File: src/mips_isa_pkg.sv
// MIPS ISA package: word and index types, opcode/funct encodings, ALU op enum
package mips_isa_pkg;

    typedef logic [31:0] word_t;     // data and address word
    typedef logic [31:0] inst_t;     // raw instruction word
    typedef logic [4:0]  reg_idx_t;  // gpr index
    typedef logic [5:0]  opcode_t;   // inst[31:26]
    typedef logic [5:0]  funct_t;    // inst[5:0] of SPECIAL
    typedef logic [15:0] imm_t;      // inst[15:0]

    typedef enum logic [2:0] {
        nop,
        addu,
        subu,
        and_op,
        or_op,
        xor_op,
        lui
    } alu_op_e;

    // major opcodes
    localparam opcode_t OP_SPECIAL = 6'b000000;
    localparam opcode_t OP_ANDI    = 6'b001100;
    localparam opcode_t OP_ORI     = 6'b001101;
    localparam opcode_t OP_XORI    = 6'b001110;
    localparam opcode_t OP_LUI     = 6'b001111;

    // SPECIAL funct field
    localparam funct_t FN_ADDU = 6'b100001;
    localparam funct_t FN_SUBU = 6'b100011;
    localparam funct_t FN_AND  = 6'b100100;
    localparam funct_t FN_OR   = 6'b100101;
    localparam funct_t FN_XOR  = 6'b100110;

    localparam inst_t NOP_INST = 32'h0000_0000;  // sll r0,r0,0

endpackage

File: src/mips_core_pkg.sv
// core package: pipeline stage structs, APB types, control register map
package mips_core_pkg;

    typedef logic [7:0] apb_addr_t;

    // decode to execute
    typedef struct packed {
        mips_isa_pkg::alu_op_e  op;
        mips_isa_pkg::word_t    a;
        mips_isa_pkg::word_t    b;
        mips_isa_pkg::reg_idx_t rd;
        logic                   we;
    } id_ex_t;

    // result on its way to the register file, also the forwarding bus
    typedef struct packed {
        mips_isa_pkg::reg_idx_t rd;
        logic                   we;
        mips_isa_pkg::word_t    data;
    } wb_t;

    typedef struct packed {
        logic                psel;
        logic                penable;
        logic                pwrite;
        apb_addr_t           paddr;
        mips_isa_pkg::word_t pwdata;
    } apb_req_t;

    typedef struct packed {
        mips_isa_pkg::word_t prdata;
        logic                pready;
        logic                pslverr;
    } apb_rsp_t;

    // control block to core
    typedef struct packed {
        logic                   run;
        mips_isa_pkg::reg_idx_t sel;
    } dbg_t;

    // register map
    localparam apb_addr_t REG_CTRL    = 8'h00;
    localparam apb_addr_t REG_PC      = 8'h04;
    localparam apb_addr_t REG_RETIRED = 8'h08;
    localparam apb_addr_t REG_SEL     = 8'h0C;
    localparam apb_addr_t REG_DATA    = 8'h10;

    localparam mips_isa_pkg::word_t PC_STEP = 32'd4;

    // bubbles
    localparam id_ex_t ID_EX_NOP = '{op: mips_isa_pkg::nop, a: '0, b: '0, rd: '0, we: 1'b0};
    localparam wb_t    WB_NOP    = '{rd: '0, we: 1'b0, data: '0};

endpackage

File: src/ctrl_regs.sv
// ctrl_regs: APB slave with run control, PC view, retired counter, debug window
`timescale 1ns/1ps

module ctrl_regs (
    input  logic                    clk_i,
    input  logic                    rst_n_i,
    input  mips_core_pkg::apb_req_t apb_i,
    output mips_core_pkg::apb_rsp_t apb_o,
    input  mips_isa_pkg::word_t     pc_i,
    input  logic                    retire_i,
    input  mips_isa_pkg::word_t     dbg_data_i,
    output mips_core_pkg::dbg_t     dbg_o
);

    logic                   run_q;
    mips_isa_pkg::reg_idx_t sel_q;
    mips_isa_pkg::word_t    retired_q;
    logic                   access;
    logic                   wr;
    logic                   addr_ok;
    logic                   addr_ro;

    assign access = apb_i.psel && apb_i.penable;  // no wait states
    assign wr     = access && apb_i.pwrite;

    always_comb begin
        addr_ok      = 1'b1;
        addr_ro      = 1'b0;
        apb_o.prdata = '0;
        case (apb_i.paddr)
            mips_core_pkg::REG_CTRL:    apb_o.prdata = {31'd0, run_q};
            mips_core_pkg::REG_PC:      begin apb_o.prdata = pc_i; addr_ro = 1'b1; end
            mips_core_pkg::REG_RETIRED: apb_o.prdata = retired_q;
            mips_core_pkg::REG_SEL:     apb_o.prdata = {27'd0, sel_q};
            mips_core_pkg::REG_DATA:    begin apb_o.prdata = dbg_data_i; addr_ro = 1'b1; end
            default:                    addr_ok = 1'b0;
        endcase
    end

    assign apb_o.pready  = 1'b1;
    assign apb_o.pslverr = access && (!addr_ok || (apb_i.pwrite && addr_ro));

    always_ff @(posedge clk_i) begin
        if (!rst_n_i) begin
            run_q     <= 1'b0;
            sel_q     <= '0;
            retired_q <= '0;
        end else begin
            if (wr && apb_i.paddr == mips_core_pkg::REG_CTRL) run_q <= apb_i.pwdata[0];
            if (wr && apb_i.paddr == mips_core_pkg::REG_SEL)  sel_q <= apb_i.pwdata[4:0];
            // any write clears, clear beats a retire in the same cycle
            if (wr && apb_i.paddr == mips_core_pkg::REG_RETIRED) begin
                retired_q <= '0;
            end else if (retire_i) begin
                retired_q <= retired_q + 32'd1;
            end
        end
    end

    assign dbg_o.run = run_q;
    assign dbg_o.sel = sel_q;

endmodule

File: src/ex_stage.sv
// ex_stage: ALU for addu, subu, and, or, xor and lui
`timescale 1ns/1ps

module ex_stage (
    input  mips_core_pkg::id_ex_t id_ex_i,
    output mips_core_pkg::wb_t    ex_o
);

    mips_isa_pkg::word_t result;

    always_comb begin
        case (id_ex_i.op)
            mips_isa_pkg::addu:   result = id_ex_i.a + id_ex_i.b;
            mips_isa_pkg::subu:   result = id_ex_i.a - id_ex_i.b;
            mips_isa_pkg::and_op: result = id_ex_i.a & id_ex_i.b;
            mips_isa_pkg::or_op:  result = id_ex_i.a | id_ex_i.b;
            mips_isa_pkg::xor_op: result = id_ex_i.a ^ id_ex_i.b;
            mips_isa_pkg::lui:    result = {id_ex_i.b[15:0], 16'h0000};  // imm to upper half
            default:              result = '0;
        endcase
    end

    assign ex_o.rd   = id_ex_i.rd;
    assign ex_o.we   = id_ex_i.we;
    assign ex_o.data = result;

endmodule

File: src/id_stage.sv
// id_stage: instruction decode, operand select and EX/MEM forwarding
`timescale 1ns/1ps

module id_stage (
    input  mips_isa_pkg::word_t    pc_i,
    input  mips_isa_pkg::inst_t    inst_i,
    input  mips_isa_pkg::word_t    rdata1_i,
    input  mips_isa_pkg::word_t    rdata2_i,
    input  mips_core_pkg::wb_t     ex_fwd_i,
    input  mips_core_pkg::wb_t     mem_fwd_i,
    output mips_isa_pkg::reg_idx_t raddr1_o,
    output mips_isa_pkg::reg_idx_t raddr2_o,
    output mips_core_pkg::id_ex_t  id_ex_o
);

    mips_isa_pkg::opcode_t  opcode;
    mips_isa_pkg::funct_t   funct;
    mips_isa_pkg::reg_idx_t rs;
    mips_isa_pkg::reg_idx_t rt;
    mips_isa_pkg::reg_idx_t rd;
    mips_isa_pkg::imm_t     imm;
    mips_isa_pkg::alu_op_e  alu_op;
    logic                   use_imm;
    logic                   wr_en;

    assign opcode = inst_i[31:26];
    assign rs     = inst_i[25:21];
    assign rt     = inst_i[20:16];
    assign rd     = inst_i[15:11];
    assign funct  = inst_i[5:0];
    assign imm    = inst_i[15:0];

    assign raddr1_o = rs;
    assign raddr2_o = rt;

    // youngest producer first, then regfile (which already covers WB)
    function automatic mips_isa_pkg::word_t fwd(
        input mips_isa_pkg::reg_idx_t idx,
        input mips_isa_pkg::word_t    rf_data,
        input mips_core_pkg::wb_t     ex_w,
        input mips_core_pkg::wb_t     mem_w
    );
        if (idx == '0) return '0;
        if (ex_w.we && ex_w.rd == idx) return ex_w.data;
        if (mem_w.we && mem_w.rd == idx) return mem_w.data;
        return rf_data;
    endfunction

    always_comb begin
        alu_op  = mips_isa_pkg::nop;
        use_imm = 1'b1;
        wr_en   = 1'b0;
        case (opcode)
            mips_isa_pkg::OP_SPECIAL: begin
                use_imm = 1'b0;
                wr_en   = 1'b1;
                case (funct)
                    mips_isa_pkg::FN_ADDU: alu_op = mips_isa_pkg::addu;
                    mips_isa_pkg::FN_SUBU: alu_op = mips_isa_pkg::subu;
                    mips_isa_pkg::FN_AND:  alu_op = mips_isa_pkg::and_op;
                    mips_isa_pkg::FN_OR:   alu_op = mips_isa_pkg::or_op;
                    mips_isa_pkg::FN_XOR:  alu_op = mips_isa_pkg::xor_op;
                    default:               wr_en  = 1'b0;  // incl. all-zero nop
                endcase
            end
            mips_isa_pkg::OP_ORI:  begin alu_op = mips_isa_pkg::or_op;  wr_en = 1'b1; end
            mips_isa_pkg::OP_ANDI: begin alu_op = mips_isa_pkg::and_op; wr_en = 1'b1; end
            mips_isa_pkg::OP_XORI: begin alu_op = mips_isa_pkg::xor_op; wr_en = 1'b1; end
            mips_isa_pkg::OP_LUI:  begin alu_op = mips_isa_pkg::lui;    wr_en = 1'b1; end
            default: ;
        endcase
    end

    always_comb begin
        id_ex_o.op = wr_en ? alu_op : mips_isa_pkg::nop;
        id_ex_o.we = wr_en;
        id_ex_o.rd = use_imm ? rt : rd;
        // bubbles carry their fetch address in operand a, handy in waves
        id_ex_o.a  = wr_en ? fwd(rs, rdata1_i, ex_fwd_i, mem_fwd_i) : pc_i;
        id_ex_o.b  = use_imm ? {16'h0000, imm} : fwd(rt, rdata2_i, ex_fwd_i, mem_fwd_i);
    end

endmodule

File: src/openmips.sv
// openmips: top level with pipeline core and APB control block
`timescale 1ns/1ps

module openmips (
    input  logic                    clk_i,
    input  logic                    rst_n_i,
    input  mips_isa_pkg::inst_t     rom_data_i,
    output logic                    rom_ce_o,
    output mips_isa_pkg::word_t     rom_addr_o,
    input  mips_core_pkg::apb_req_t apb_i,
    output mips_core_pkg::apb_rsp_t apb_o
);

    mips_core_pkg::dbg_t dbg;
    mips_isa_pkg::word_t pc;
    mips_isa_pkg::word_t dbg_data;
    logic                retire;

    openmips_core openmips_core_0 (
        .clk_i      (clk_i),
        .rst_n_i    (rst_n_i),
        .rom_data_i (rom_data_i),
        .rom_ce_o   (rom_ce_o),
        .rom_addr_o (rom_addr_o),
        .dbg_i      (dbg),
        .pc_o       (pc),
        .retire_o   (retire),
        .dbg_data_o (dbg_data)
    );

    ctrl_regs ctrl_regs_0 (
        .clk_i      (clk_i),
        .rst_n_i    (rst_n_i),
        .apb_i      (apb_i),
        .apb_o      (apb_o),
        .pc_i       (pc),
        .retire_i   (retire),
        .dbg_data_i (dbg_data),
        .dbg_o      (dbg)
    );

endmodule

File: src/openmips_core.sv
// openmips_core: five-stage pipeline, stage registers and stage instances
`timescale 1ns/1ps

module openmips_core (
    input  logic                clk_i,
    input  logic                rst_n_i,
    input  mips_isa_pkg::inst_t rom_data_i,
    output logic                rom_ce_o,
    output mips_isa_pkg::word_t rom_addr_o,
    input  mips_core_pkg::dbg_t dbg_i,
    output mips_isa_pkg::word_t pc_o,
    output logic                retire_o,
    output mips_isa_pkg::word_t dbg_data_o
);

    typedef struct packed {
        mips_isa_pkg::word_t pc;
        mips_isa_pkg::inst_t inst;
    } if_id_t;

    mips_isa_pkg::word_t    if_pc;
    if_id_t                 if_id_q;
    mips_core_pkg::id_ex_t  id_ex_d;
    mips_core_pkg::id_ex_t  id_ex_q;
    mips_core_pkg::wb_t     ex_d;
    mips_core_pkg::wb_t     ex_mem_q;
    mips_core_pkg::wb_t     mem_wb_q;
    mips_isa_pkg::reg_idx_t rf_raddr1;
    mips_isa_pkg::reg_idx_t rf_raddr2;
    mips_isa_pkg::word_t    rf_rdata1;
    mips_isa_pkg::word_t    rf_rdata2;

    // IF
    pc_reg pc_reg_0 (
        .clk_i   (clk_i),
        .rst_n_i (rst_n_i),
        .run_i   (dbg_i.run),
        .pc_o    (if_pc),
        .ce_o    (rom_ce_o)
    );

    assign rom_addr_o = if_pc;
    assign pc_o       = if_pc;

    // ID
    id_stage id_stage_0 (
        .pc_i      (if_id_q.pc),
        .inst_i    (if_id_q.inst),
        .rdata1_i  (rf_rdata1),
        .rdata2_i  (rf_rdata2),
        .ex_fwd_i  (ex_d),      // distance 1
        .mem_fwd_i (ex_mem_q),  // distance 2
        .raddr1_o  (rf_raddr1),
        .raddr2_o  (rf_raddr2),
        .id_ex_o   (id_ex_d)
    );

    regfile regfile_0 (
        .clk_i      (clk_i),
        .rst_n_i    (rst_n_i),
        .raddr1_i   (rf_raddr1),
        .raddr2_i   (rf_raddr2),
        .dbg_addr_i (dbg_i.sel),
        .wb_i       (mem_wb_q),
        .rdata1_o   (rf_rdata1),
        .rdata2_o   (rf_rdata2),
        .dbg_data_o (dbg_data_o)
    );

    // EX
    ex_stage ex_stage_0 (
        .id_ex_i (id_ex_q),
        .ex_o    (ex_d)
    );

    // stage registers, no stalls so everything moves each clock
    always_ff @(posedge clk_i) begin
        if (!rst_n_i) begin
            if_id_q  <= '{pc: '0, inst: mips_isa_pkg::NOP_INST};
            id_ex_q  <= mips_core_pkg::ID_EX_NOP;
            ex_mem_q <= mips_core_pkg::WB_NOP;
            mem_wb_q <= mips_core_pkg::WB_NOP;
        end else begin
            if_id_q.pc   <= if_pc;
            if_id_q.inst <= rom_ce_o ? rom_data_i : mips_isa_pkg::NOP_INST;  // bubble when halted
            id_ex_q      <= id_ex_d;
            ex_mem_q     <= ex_d;
            mem_wb_q     <= ex_mem_q;  // MEM has no memory, result passes on
        end
    end

    assign retire_o = mem_wb_q.we;

endmodule

File: src/pc_reg.sv
// pc_reg: fetch address register and ROM enable
`timescale 1ns/1ps

module pc_reg (
    input  logic                clk_i,
    input  logic                rst_n_i,
    input  logic                run_i,
    output mips_isa_pkg::word_t pc_o,
    output logic                ce_o
);

    always_ff @(posedge clk_i) begin
        if (!rst_n_i) begin
            pc_o <= '0;
            ce_o <= 1'b0;
        end else begin
            ce_o <= run_i;  // enable lags run by one clock
            // step only once the current address has been fetched
            if (ce_o) begin
                pc_o <= pc_o + mips_core_pkg::PC_STEP;
            end
        end
    end

endmodule

File: src/regfile.sv
// 32 x 32 register file with two read ports, a debug port and write-through
`timescale 1ns/1ps

module regfile (
    input  logic                   clk_i,
    input  logic                   rst_n_i,
    input  mips_isa_pkg::reg_idx_t raddr1_i,
    input  mips_isa_pkg::reg_idx_t raddr2_i,
    input  mips_isa_pkg::reg_idx_t dbg_addr_i,
    input  mips_core_pkg::wb_t     wb_i,
    output mips_isa_pkg::word_t    rdata1_o,
    output mips_isa_pkg::word_t    rdata2_o,
    output mips_isa_pkg::word_t    dbg_data_o
);

    mips_isa_pkg::word_t regs [32];

    // r0 reads zero and a same-cycle write wins over the stored word
    function automatic mips_isa_pkg::word_t read_port(input mips_isa_pkg::reg_idx_t idx,
                                                      input mips_core_pkg::wb_t     wb,
                                                      input mips_isa_pkg::word_t    stored);
        if (idx == '0) begin
            return '0;
        end else if (wb.we && (wb.rd == idx)) begin
            return wb.data;
        end
        return stored;
    endfunction

    always_ff @(posedge clk_i) begin
        if (!rst_n_i) begin
            for (int i = 0; i < 32; i++) begin
                regs[i] <= '0;
            end
        end else if (wb_i.we && (wb_i.rd != '0)) begin
            regs[wb_i.rd] <= wb_i.data;
        end
    end

    assign rdata1_o   = read_port(raddr1_i, wb_i, regs[raddr1_i]);
    assign rdata2_o   = read_port(raddr2_i, wb_i, regs[raddr2_i]);
    assign dbg_data_o = read_port(dbg_addr_i, wb_i, regs[dbg_addr_i]);

endmodule
File: config.mk
export PLATFORM = sky130hd
export DESIGN_NAME = openmips
export DESIGN_NICKNAME = d
export VERILOG_FILES = /design/src/mips_isa_pkg.sv /design/src/mips_core_pkg.sv /design/src/ctrl_regs.sv /design/src/ex_stage.sv /design/src/id_stage.sv /design/src/openmips.sv /design/src/openmips_core.sv /design/src/pc_reg.sv /design/src/regfile.sv
export SDC_FILE = /design/constraint.sdc
export NUM_CORES = 2
export LEC_CHECK = 0
export BUFFER_PORTS_ARGS = -buffer_cell sky130_fd_sc_hd__buf_2
export CAP_MARGIN = 0
export CORE_MARGIN = 4
export CORE_UTILIZATION = 25
export CTS_CLUSTER_SIZE = 20
export DETAILED_ROUTE_END_ITERATION = 8
export GPL_TIMING_DRIVEN = 0
export MAX_ROUTING_LAYER = met4
export PLACE_DENSITY = 0.4
export SLEW_MARGIN = 20
export SYNTH_ARGS = -nofsm -noshare
export SYNTH_HDL_FRONTEND = slang
export SYNTH_HIERARCHICAL = 1
export SYNTH_SLANG_ARGS = --single-unit
File: constraint.sdc
create_clock -name clk_i -period 6.1 [get_ports clk_i]
set_input_delay 1.22 -clock clk_i [delete_from_list [all_inputs] [get_ports clk_i]]
set_output_delay 1.22 -clock clk_i [all_outputs]
set_load 0.05 [all_outputs]
# Word-level counts from Yosys, hierarchy flattened
# Memory sizes are Yosys's and may differ from the RTL's. A register that Yosys moved wholly into a read port is not among the register bits.
# Cells that the tools add are included.
[totals]
memories = 1
ff_bits = 284
mem_bits_rw = 1024
[memory_table]
columns = ["name", "depth", "word_bits", "read_ports", "rd_clocked_by_memory_dff", "write_ports", "line", "source"]
rows = [
  ["openmips_core_0.regfile_0.regs", 32, 32, 3, 3, 32, "regfile.sv:16", "mips_isa_pkg::word_t regs [32];"],
]
[classes]
mux = 61
n_addsub = 4
bitwise_logic = 4
n_reduce_logical = 32
eq_ne = 26
[ops]
columns = ["operator", "count"]
rows = [
  ["two-way mux 32 bit", 23],
  ["case mux 32 bit (6 select lines)", 1],
  ["case mux 32 bit (5 select lines)", 1],
  ["equality test 5 bit", 7],
  ["adder 32 x 1 -> 32 bit, second input constant", 1],
  ["adder 32 x 3 -> 32 bit, second input constant", 1],
  ["adder 32 bit", 1],
  ["bitwise AND 32 bit", 1],
  ["bitwise OR 32 bit", 1],
  ["OR reduction 32 bit", 1],
  ["subtractor 32 bit", 1],
  ["XOR 32 bit", 1],
  ["equality test 6 bit, second input constant", 5],
  ["two-way mux 5 bit", 6],
  ["case mux 3 bit (5 select lines)", 2],
  ["two-way mux 1 bit", 26],
  ["equality test 6 x 4 -> 1 bit, second input constant", 4],
  ["equality test 8 x 4 -> 1 bit, second input constant", 2],
  ["two-way mux 16 bit", 1],
  ["logical AND 1 bit", 15],
  ["logical NOT 5 bit", 3],
  ["OR reduction 5 bit", 2],
  ["equality test 3 bit, second input constant", 3],
  ["equality test 8 x 3 -> 1 bit, second input constant", 1],
  ["other kinds (13)", 17],
]

# Depth between registers and ports, before layout
[depth]
ltp_word = 10
mapped_depth = 21
depth_no_buf = 21

# Modules after synthesis
# The synthesis kept the hierarchy.
[modules_own_cells]
columns = ["mod", "cells_per_inst", "n_inst", "seq_area_each_um2", "area_per_inst_um2"]
rows = [
  ["regfile", 4518, 1, 30749.5, 64259.1],
  ["openmips_core", 484, 1, 4264.1, 6062.1],
  ["ex_stage", 655, 1, 0.0, 4521.8],
  ["id_stage", 389, 1, 0.0, 2479.9],
  ["ctrl_regs", 307, 1, 760.7, 2454.9],
  ["pc_reg", 171, 1, 620.6, 1476.4],
]

# Worst setup path after synthesis
# OpenSTA, ideal clock, no wires.
[synth_path]
kind = "input to register"
start = "input port rst_n_i"
end = "memory openmips_core_0/regfile_0/regs[21][0] (netlist bit) (enable)"
stages = 6
setup_ns = 0.466
n_path_buf = 2
setup_slack_ns = 1.409
arrival_ns = 4.226
path_cell_list = "nand2_1 nor2_1 nand2_1 clkbuf_1 clkbuf_1 o21ai_0"
[synth_rtl]
columns = ["element", "line", "source"]
rows = [
  ["from (decl)", "openmips.sv:6", "input logic rst_n_i,"],
  ["to (decl)", "regfile.sv:16", ""],
]

# Worst setup path after layout
[layout_path]
start = "register openmips_core_0/if_id_q[19] (netlist bit)"
end = "register openmips_core_0/id_ex_q[24] (netlist bit)"
[layout_between]
elab_chain_len = 8
elab_cells_between_ends = 22
classes_between = "eq/ne (3); mux (15); reduce/logical (4)"
[layout_rtl]
columns = ["element", "line", "source"]
rows = [
  ["from (decl)", "openmips_core.sv:22", "if_id_t if_id_q;"],
  ["from (signal assigned)", "openmips_core.sv:79", "if_id_q <= '{pc: '0, inst: mips_isa_pkg::NOP_INST};"],
  ["equality test 5 bit", "regfile.sv:24", "end else if (wb.we && (wb.rd == idx)) begin"],
  ["logical AND 1 bit", "regfile.sv:24", ""],
  ["two-way mux 1 bit", "regfile.sv:24", ""],
  ["two-way mux 1 bit", "regfile.sv:22", "if (idx == '0) begin"],
  ["two-way mux 32 bit *", "regfile.sv:27", "return stored;"],
  ["named net openmips_core_0.rf_rdata2[18]", "openmips_core.sv:31", "mips_isa_pkg::word_t rf_rdata2;"],
  ["two-way mux 32 bit *", "id_stage.sv:46", "return rf_data;"],
  ["two-way mux 32 bit *", "id_stage.sv:45", "if (mem_w.we && mem_w.rd == idx) return mem_w.data;"],
  ["two-way mux 32 bit *", "id_stage.sv:44", "if (ex_w.we && ex_w.rd == idx) return ex_w.data;"],
  ["to (signal assigned)", "openmips_core.sv:80", "id_ex_q <= mips_core_pkg::ID_EX_NOP;"],
  ["to (signal assigned)", "openmips_core.sv:86", "id_ex_q <= id_ex_d;"],
  ["to (decl)", "openmips_core.sv:24", "mips_core_pkg::id_ex_t id_ex_q;"],
]
# Mark *: on every way through the listed nets, which the timed path passes. The rest lies on a longest branch. The select of a mux whose other input is x is not followed.
# A chain may end at the register's enable or synchronous reset.

==> impl_metrics.env <==
export IMPL_grt_ovfl_total=0
export IMPL_finalPower_w=0.0214
export IMPL_postSynthAreaPerCell_um2=12.5
export IMPL_fin_ws_ns=-0.238
export IMPL_syn_inst=6524
export IMPL_synth_top_area_share=0.378
export IMPL_synthTopCellsByArea="edfxtp_1 (38%), mux4_2 (18%), and2_1 (9.3%)"
export IMPL_fin_skew_ns=0.0712
export IMPL_initial_core_util=0.251
export IMPL_syn_area_mm2=0.0813
export IMPL_totalWireLength_um=491000
export IMPL_setup_worst_path_class="flip-flop to flip-flop"
export IMPL_power_leakage_nw=32.7
export IMPL_whs_path_depth=1
export IMPL_violations="negative setup slack"
export IMPL_design_area_mm2=0.0967
export IMPL_hp_class="flip-flop to flip-flop"
export IMPL_fin_nets=7135
export IMPL_timing_hold_ws_ns=0.468
export IMPL_r2r_slack_ns=-0.24
export IMPL_max_freq_ghz=0.158
export IMPL_fin_crit_sh=1.04
export IMPL_synth_main_ff_cell="edfxtp_1"
export IMPL_period_minus_slack_ns=6.34
export IMPL_finalMaxSlewViolations=0
export IMPL_final_util=0.299
export IMPL_synth_edff_count=1024
export IMPL_multi_input_area_mm2=0.0418
export IMPL_cts_clk_slew_worst_paths_ns=0.06
export IMPL_syn_to_final_growth_pct=19.1
export IMPL_grt_antenna_before_repair=73
export IMPL_setup_viol=26
export IMPL_required_ns=6.86
export IMPL_reg2regPathDepth=10
export IMPL_postCtsHoldBufs=0
export IMPL_final_cell_mix="and2_1 (1208), edfxtp_1 (1024), mux4_2 (662)"
export IMPL_drv_cap=0
export IMPL_grt_pass1_vias=63358
export IMPL_track_usage=0.293
export IMPL_htreeDepth=4
export IMPL_p_per_area_mw_per_mm2=221
export IMPL_coreArea_mm2=0.324
export IMPL_critPathArrivalTime_ns=7.10
export IMPL_cts_sinks=1306
export IMPL_regArea_mm2=0.0364
export IMPL_clockBufferDepth=4
export IMPL_slew_headroom=0.0639
export IMPL_synth_seq_cells=1306
export IMPL_final_common_cell="and2_1"
export IMPL_cts_inserted_buffers=171
export IMPL_yosysTopAreaCell="edfxtp_1"
export IMPL_worstHoldStart="openmips_core_0/ex_mem_q[5]"
export IMPL_r2r_start="openmips_core_0/if_id_q[19]"
export IMPL_viasPerCell=5.83
export IMPL_r2r_end="openmips_core_0/id_ex_q[24]"
export IMPL_hold_viol=0
export IMPL_row_count=209
export IMPL_endpoint_kind="flip-flop"
export IMPL_yosys_warnings=6
export IMPL_die_w_um=578
export IMPL_crit_fanout=10
export IMPL_ios=144
export IMPL_peakVddDrop_uv=212
export IMPL_min_to="openmips_core_0/mem_wb_q[5]"
export IMPL_die_y_um=578
export IMPL_pre_cts_ws_ns=-1.15
export IMPL_hpwl_um=374000
export IMPL_cp_start_kind="flip-flop"
export IMPL_clockRootBuffer="clkbuf_16"
export IMPL_status="complete, but fails checks"
export IMPL_portBuffers=113
export IMPL_final_layout_size_suffix_gt1_frac=0.236
export IMPL_ys_seq_area_frac=0.448
export IMPL_drt_pass1_iter_count=9
export IMPL_synth_async_reset_ratio=0
export IMPL_drc=0
export IMPL_drt_antenna_violating_nets=0
export IMPL_grt_max_degree=27
export IMPL_drtIter0Drc=10553
export IMPL_routabilityCongestion=1.04
export IMPL_worst_pin_slew_ns=1.40
export IMPL_routedWlPerCell_um=42.9
export IMPL_placed_area_mm2=0.0908
export IMPL_num_vias=66840
export IMPL_clk_latency_ns=0.94
export IMPL_nFillCells=32903
export IMPL_die_area_mm2=0.334
export IMPL_yosysUniqueCellTypes=94
export IMPL_cts_tree="done"
export IMPL_grt_pass1_wl_um=631000
==> state kept, by name, indices dropped and copies added (netlist names) <==
| signal | flops |
|---|---|
| openmips_core_0/regfile_0/regs | 1024 |
| openmips_core_0/id_ex_q | 73 |
| openmips_core_0/if_id_q | 64 |
| openmips_core_0/ex_mem_q | 38 |
| openmips_core_0/mem_wb_q | 37 |
| ctrl_regs_0/retired_q | 32 |
| openmips_core_0/pc_reg_0/pc_o | 30 |
| ctrl_regs_0/sel_q | 5 |
| ctrl_regs_0/run_q | 1 |
| openmips_core_0/pc_reg_0/ce_o | 1 |
| openmips_core_0/retire_o | 1 |
==> final cells by class <==
type | instances | area share
tap | 4325 | 0.0559
clock inverter | 76 | 0.00551
multi-input combinational | 4395 | 0.432
inverter | 145 | 0.00579
buffer | 709 | 0.0411
timing repair buffer | 231 | 0.0342
antenna | 54 | 0.00140
sequential | 1306 | 0.376
clock buffer | 223 | 0.0481
==> how the worst max path moves through the flow <==
stage                                            from                                    end  slack, ns  cells after the start
after detailed placement         ctrl_regs_0/sel_q[2]                              apb_o[23]      -1.15                     10
after CTS                        ctrl_regs_0/sel_q[2]                              apb_o[14]      -0.09                     10
after floorplan                               rst_n_i  openmips_core_0/regfile_0/regs[21][0]       1.41                      6
after global placement                        rst_n_i  openmips_core_0/regfile_0/regs[1][14]      -4.29                      6
after global routing             ctrl_regs_0/sel_q[2]                              apb_o[24]      -0.06                     10
final                     openmips_core_0/if_id_q[19]            openmips_core_0/id_ex_q[24]      -0.24                     10
==> power breakdown <==
part / switching (W) / internal, W / total [W]
combinational: 0.000683 / 0.000599 / 0.00128
sequential: 0.000294 / 0.00995 / 0.0102
clock: 0.00425 / 0.00559 / 0.00984
total: 0.00523 / 0.0161 / 0.0214
==> worst max-delay path: stages (launching register included) <==
cell	delay (ns)
dfxtp_1	0.65
buf_4	0.19
clkbuf_1	0.93
clkbuf_2	0.84
buf_2	0.74
clkbuf_1	0.90
a211oi_1	0.54
a211o_1	0.50
mux2i_1	0.53
a21oi_1	0.16
and2_1	0.18
==> per-layer routing <==
| layer | wire [um] | global-route usage | share of wire |
|---|---|---|---|
| met5 | 0 | - | 0 |
| met4 | 37200 | 0.177 | 0.076 |
| met3 | 54300 | 0.0895 | 0.11 |
| met2 | 205000 | 0.412 | 0.42 |
| met1 | 194000 | 0.367 | 0.40 |
==> cells in the mapped netlist, types with 8 or more instances <==
library cell	n
and2_1	1208
edfxtp_1	1024
mux4_2	662
clkbuf_1	443
mux2i_1	406
dfxtp_1	282
a211oi_1	228
nor2_1	181
a21oi_1	155
o21ai_0	155
nand2_1	142
inv_1	137
a221oi_1	136
buf_4	106
ha_1	98
nor2b_1	91
buf_2	87
nor3_1	82
a211o_1	74
xnor2_1	71
and3_1	62
o31ai_1	58
nand3_1	49
buf_6	45
a22oi_1	44
xor2_1	41
nand2b_1	34
a221o_1	32
nand4_1	30
buf_1	29
a222oi_1	27
or4_1	27
o221ai_1	26
nand3b_1	23
o21ai_1	20
o22ai_1	19
o21bai_1	17
a31oi_1	16
a21o_1	15
or3_1	12
nor4_1	11
mux2_2	9
o21a_1	8
==> logic make-up after synthesis <==
| family | Yosys count | synth area share |
|---|---|---|
| AOI/OAI and AO/OA | 1077 | 0.0955 |
| xor gates and xnor gates | 113 | 0.0123 |
| adders and majority gates | 99 | 0.0153 |
| buffers and inverters | 855 | 0.0499 |
| DFF | 1306 | 0.448 |
| muxes | 1077 | 0.235 |
| other | 3 | 0.000139 |
| and+or+nand+nor | 1994 | 0.144 |
==> through the flow <==
step	instances	setup TNS, ns
6_report	11464	-2.15
4_1_cts	11408	-0.127
2_1_floorplan	6556	0
3_5_place_dp	11106	-11.57
5_1_grt	11446	-0.182
3_3_place_gp	10994	-3711.18
==> timing repair <==
action,CTS,global route
pin swaps,3,3
endpoints found under the setup margin,40,22
buffers inserted,4,0
resized for setup,147,37
hold endpoints to repair,0,0
Power figures use the tool's default switching activity.
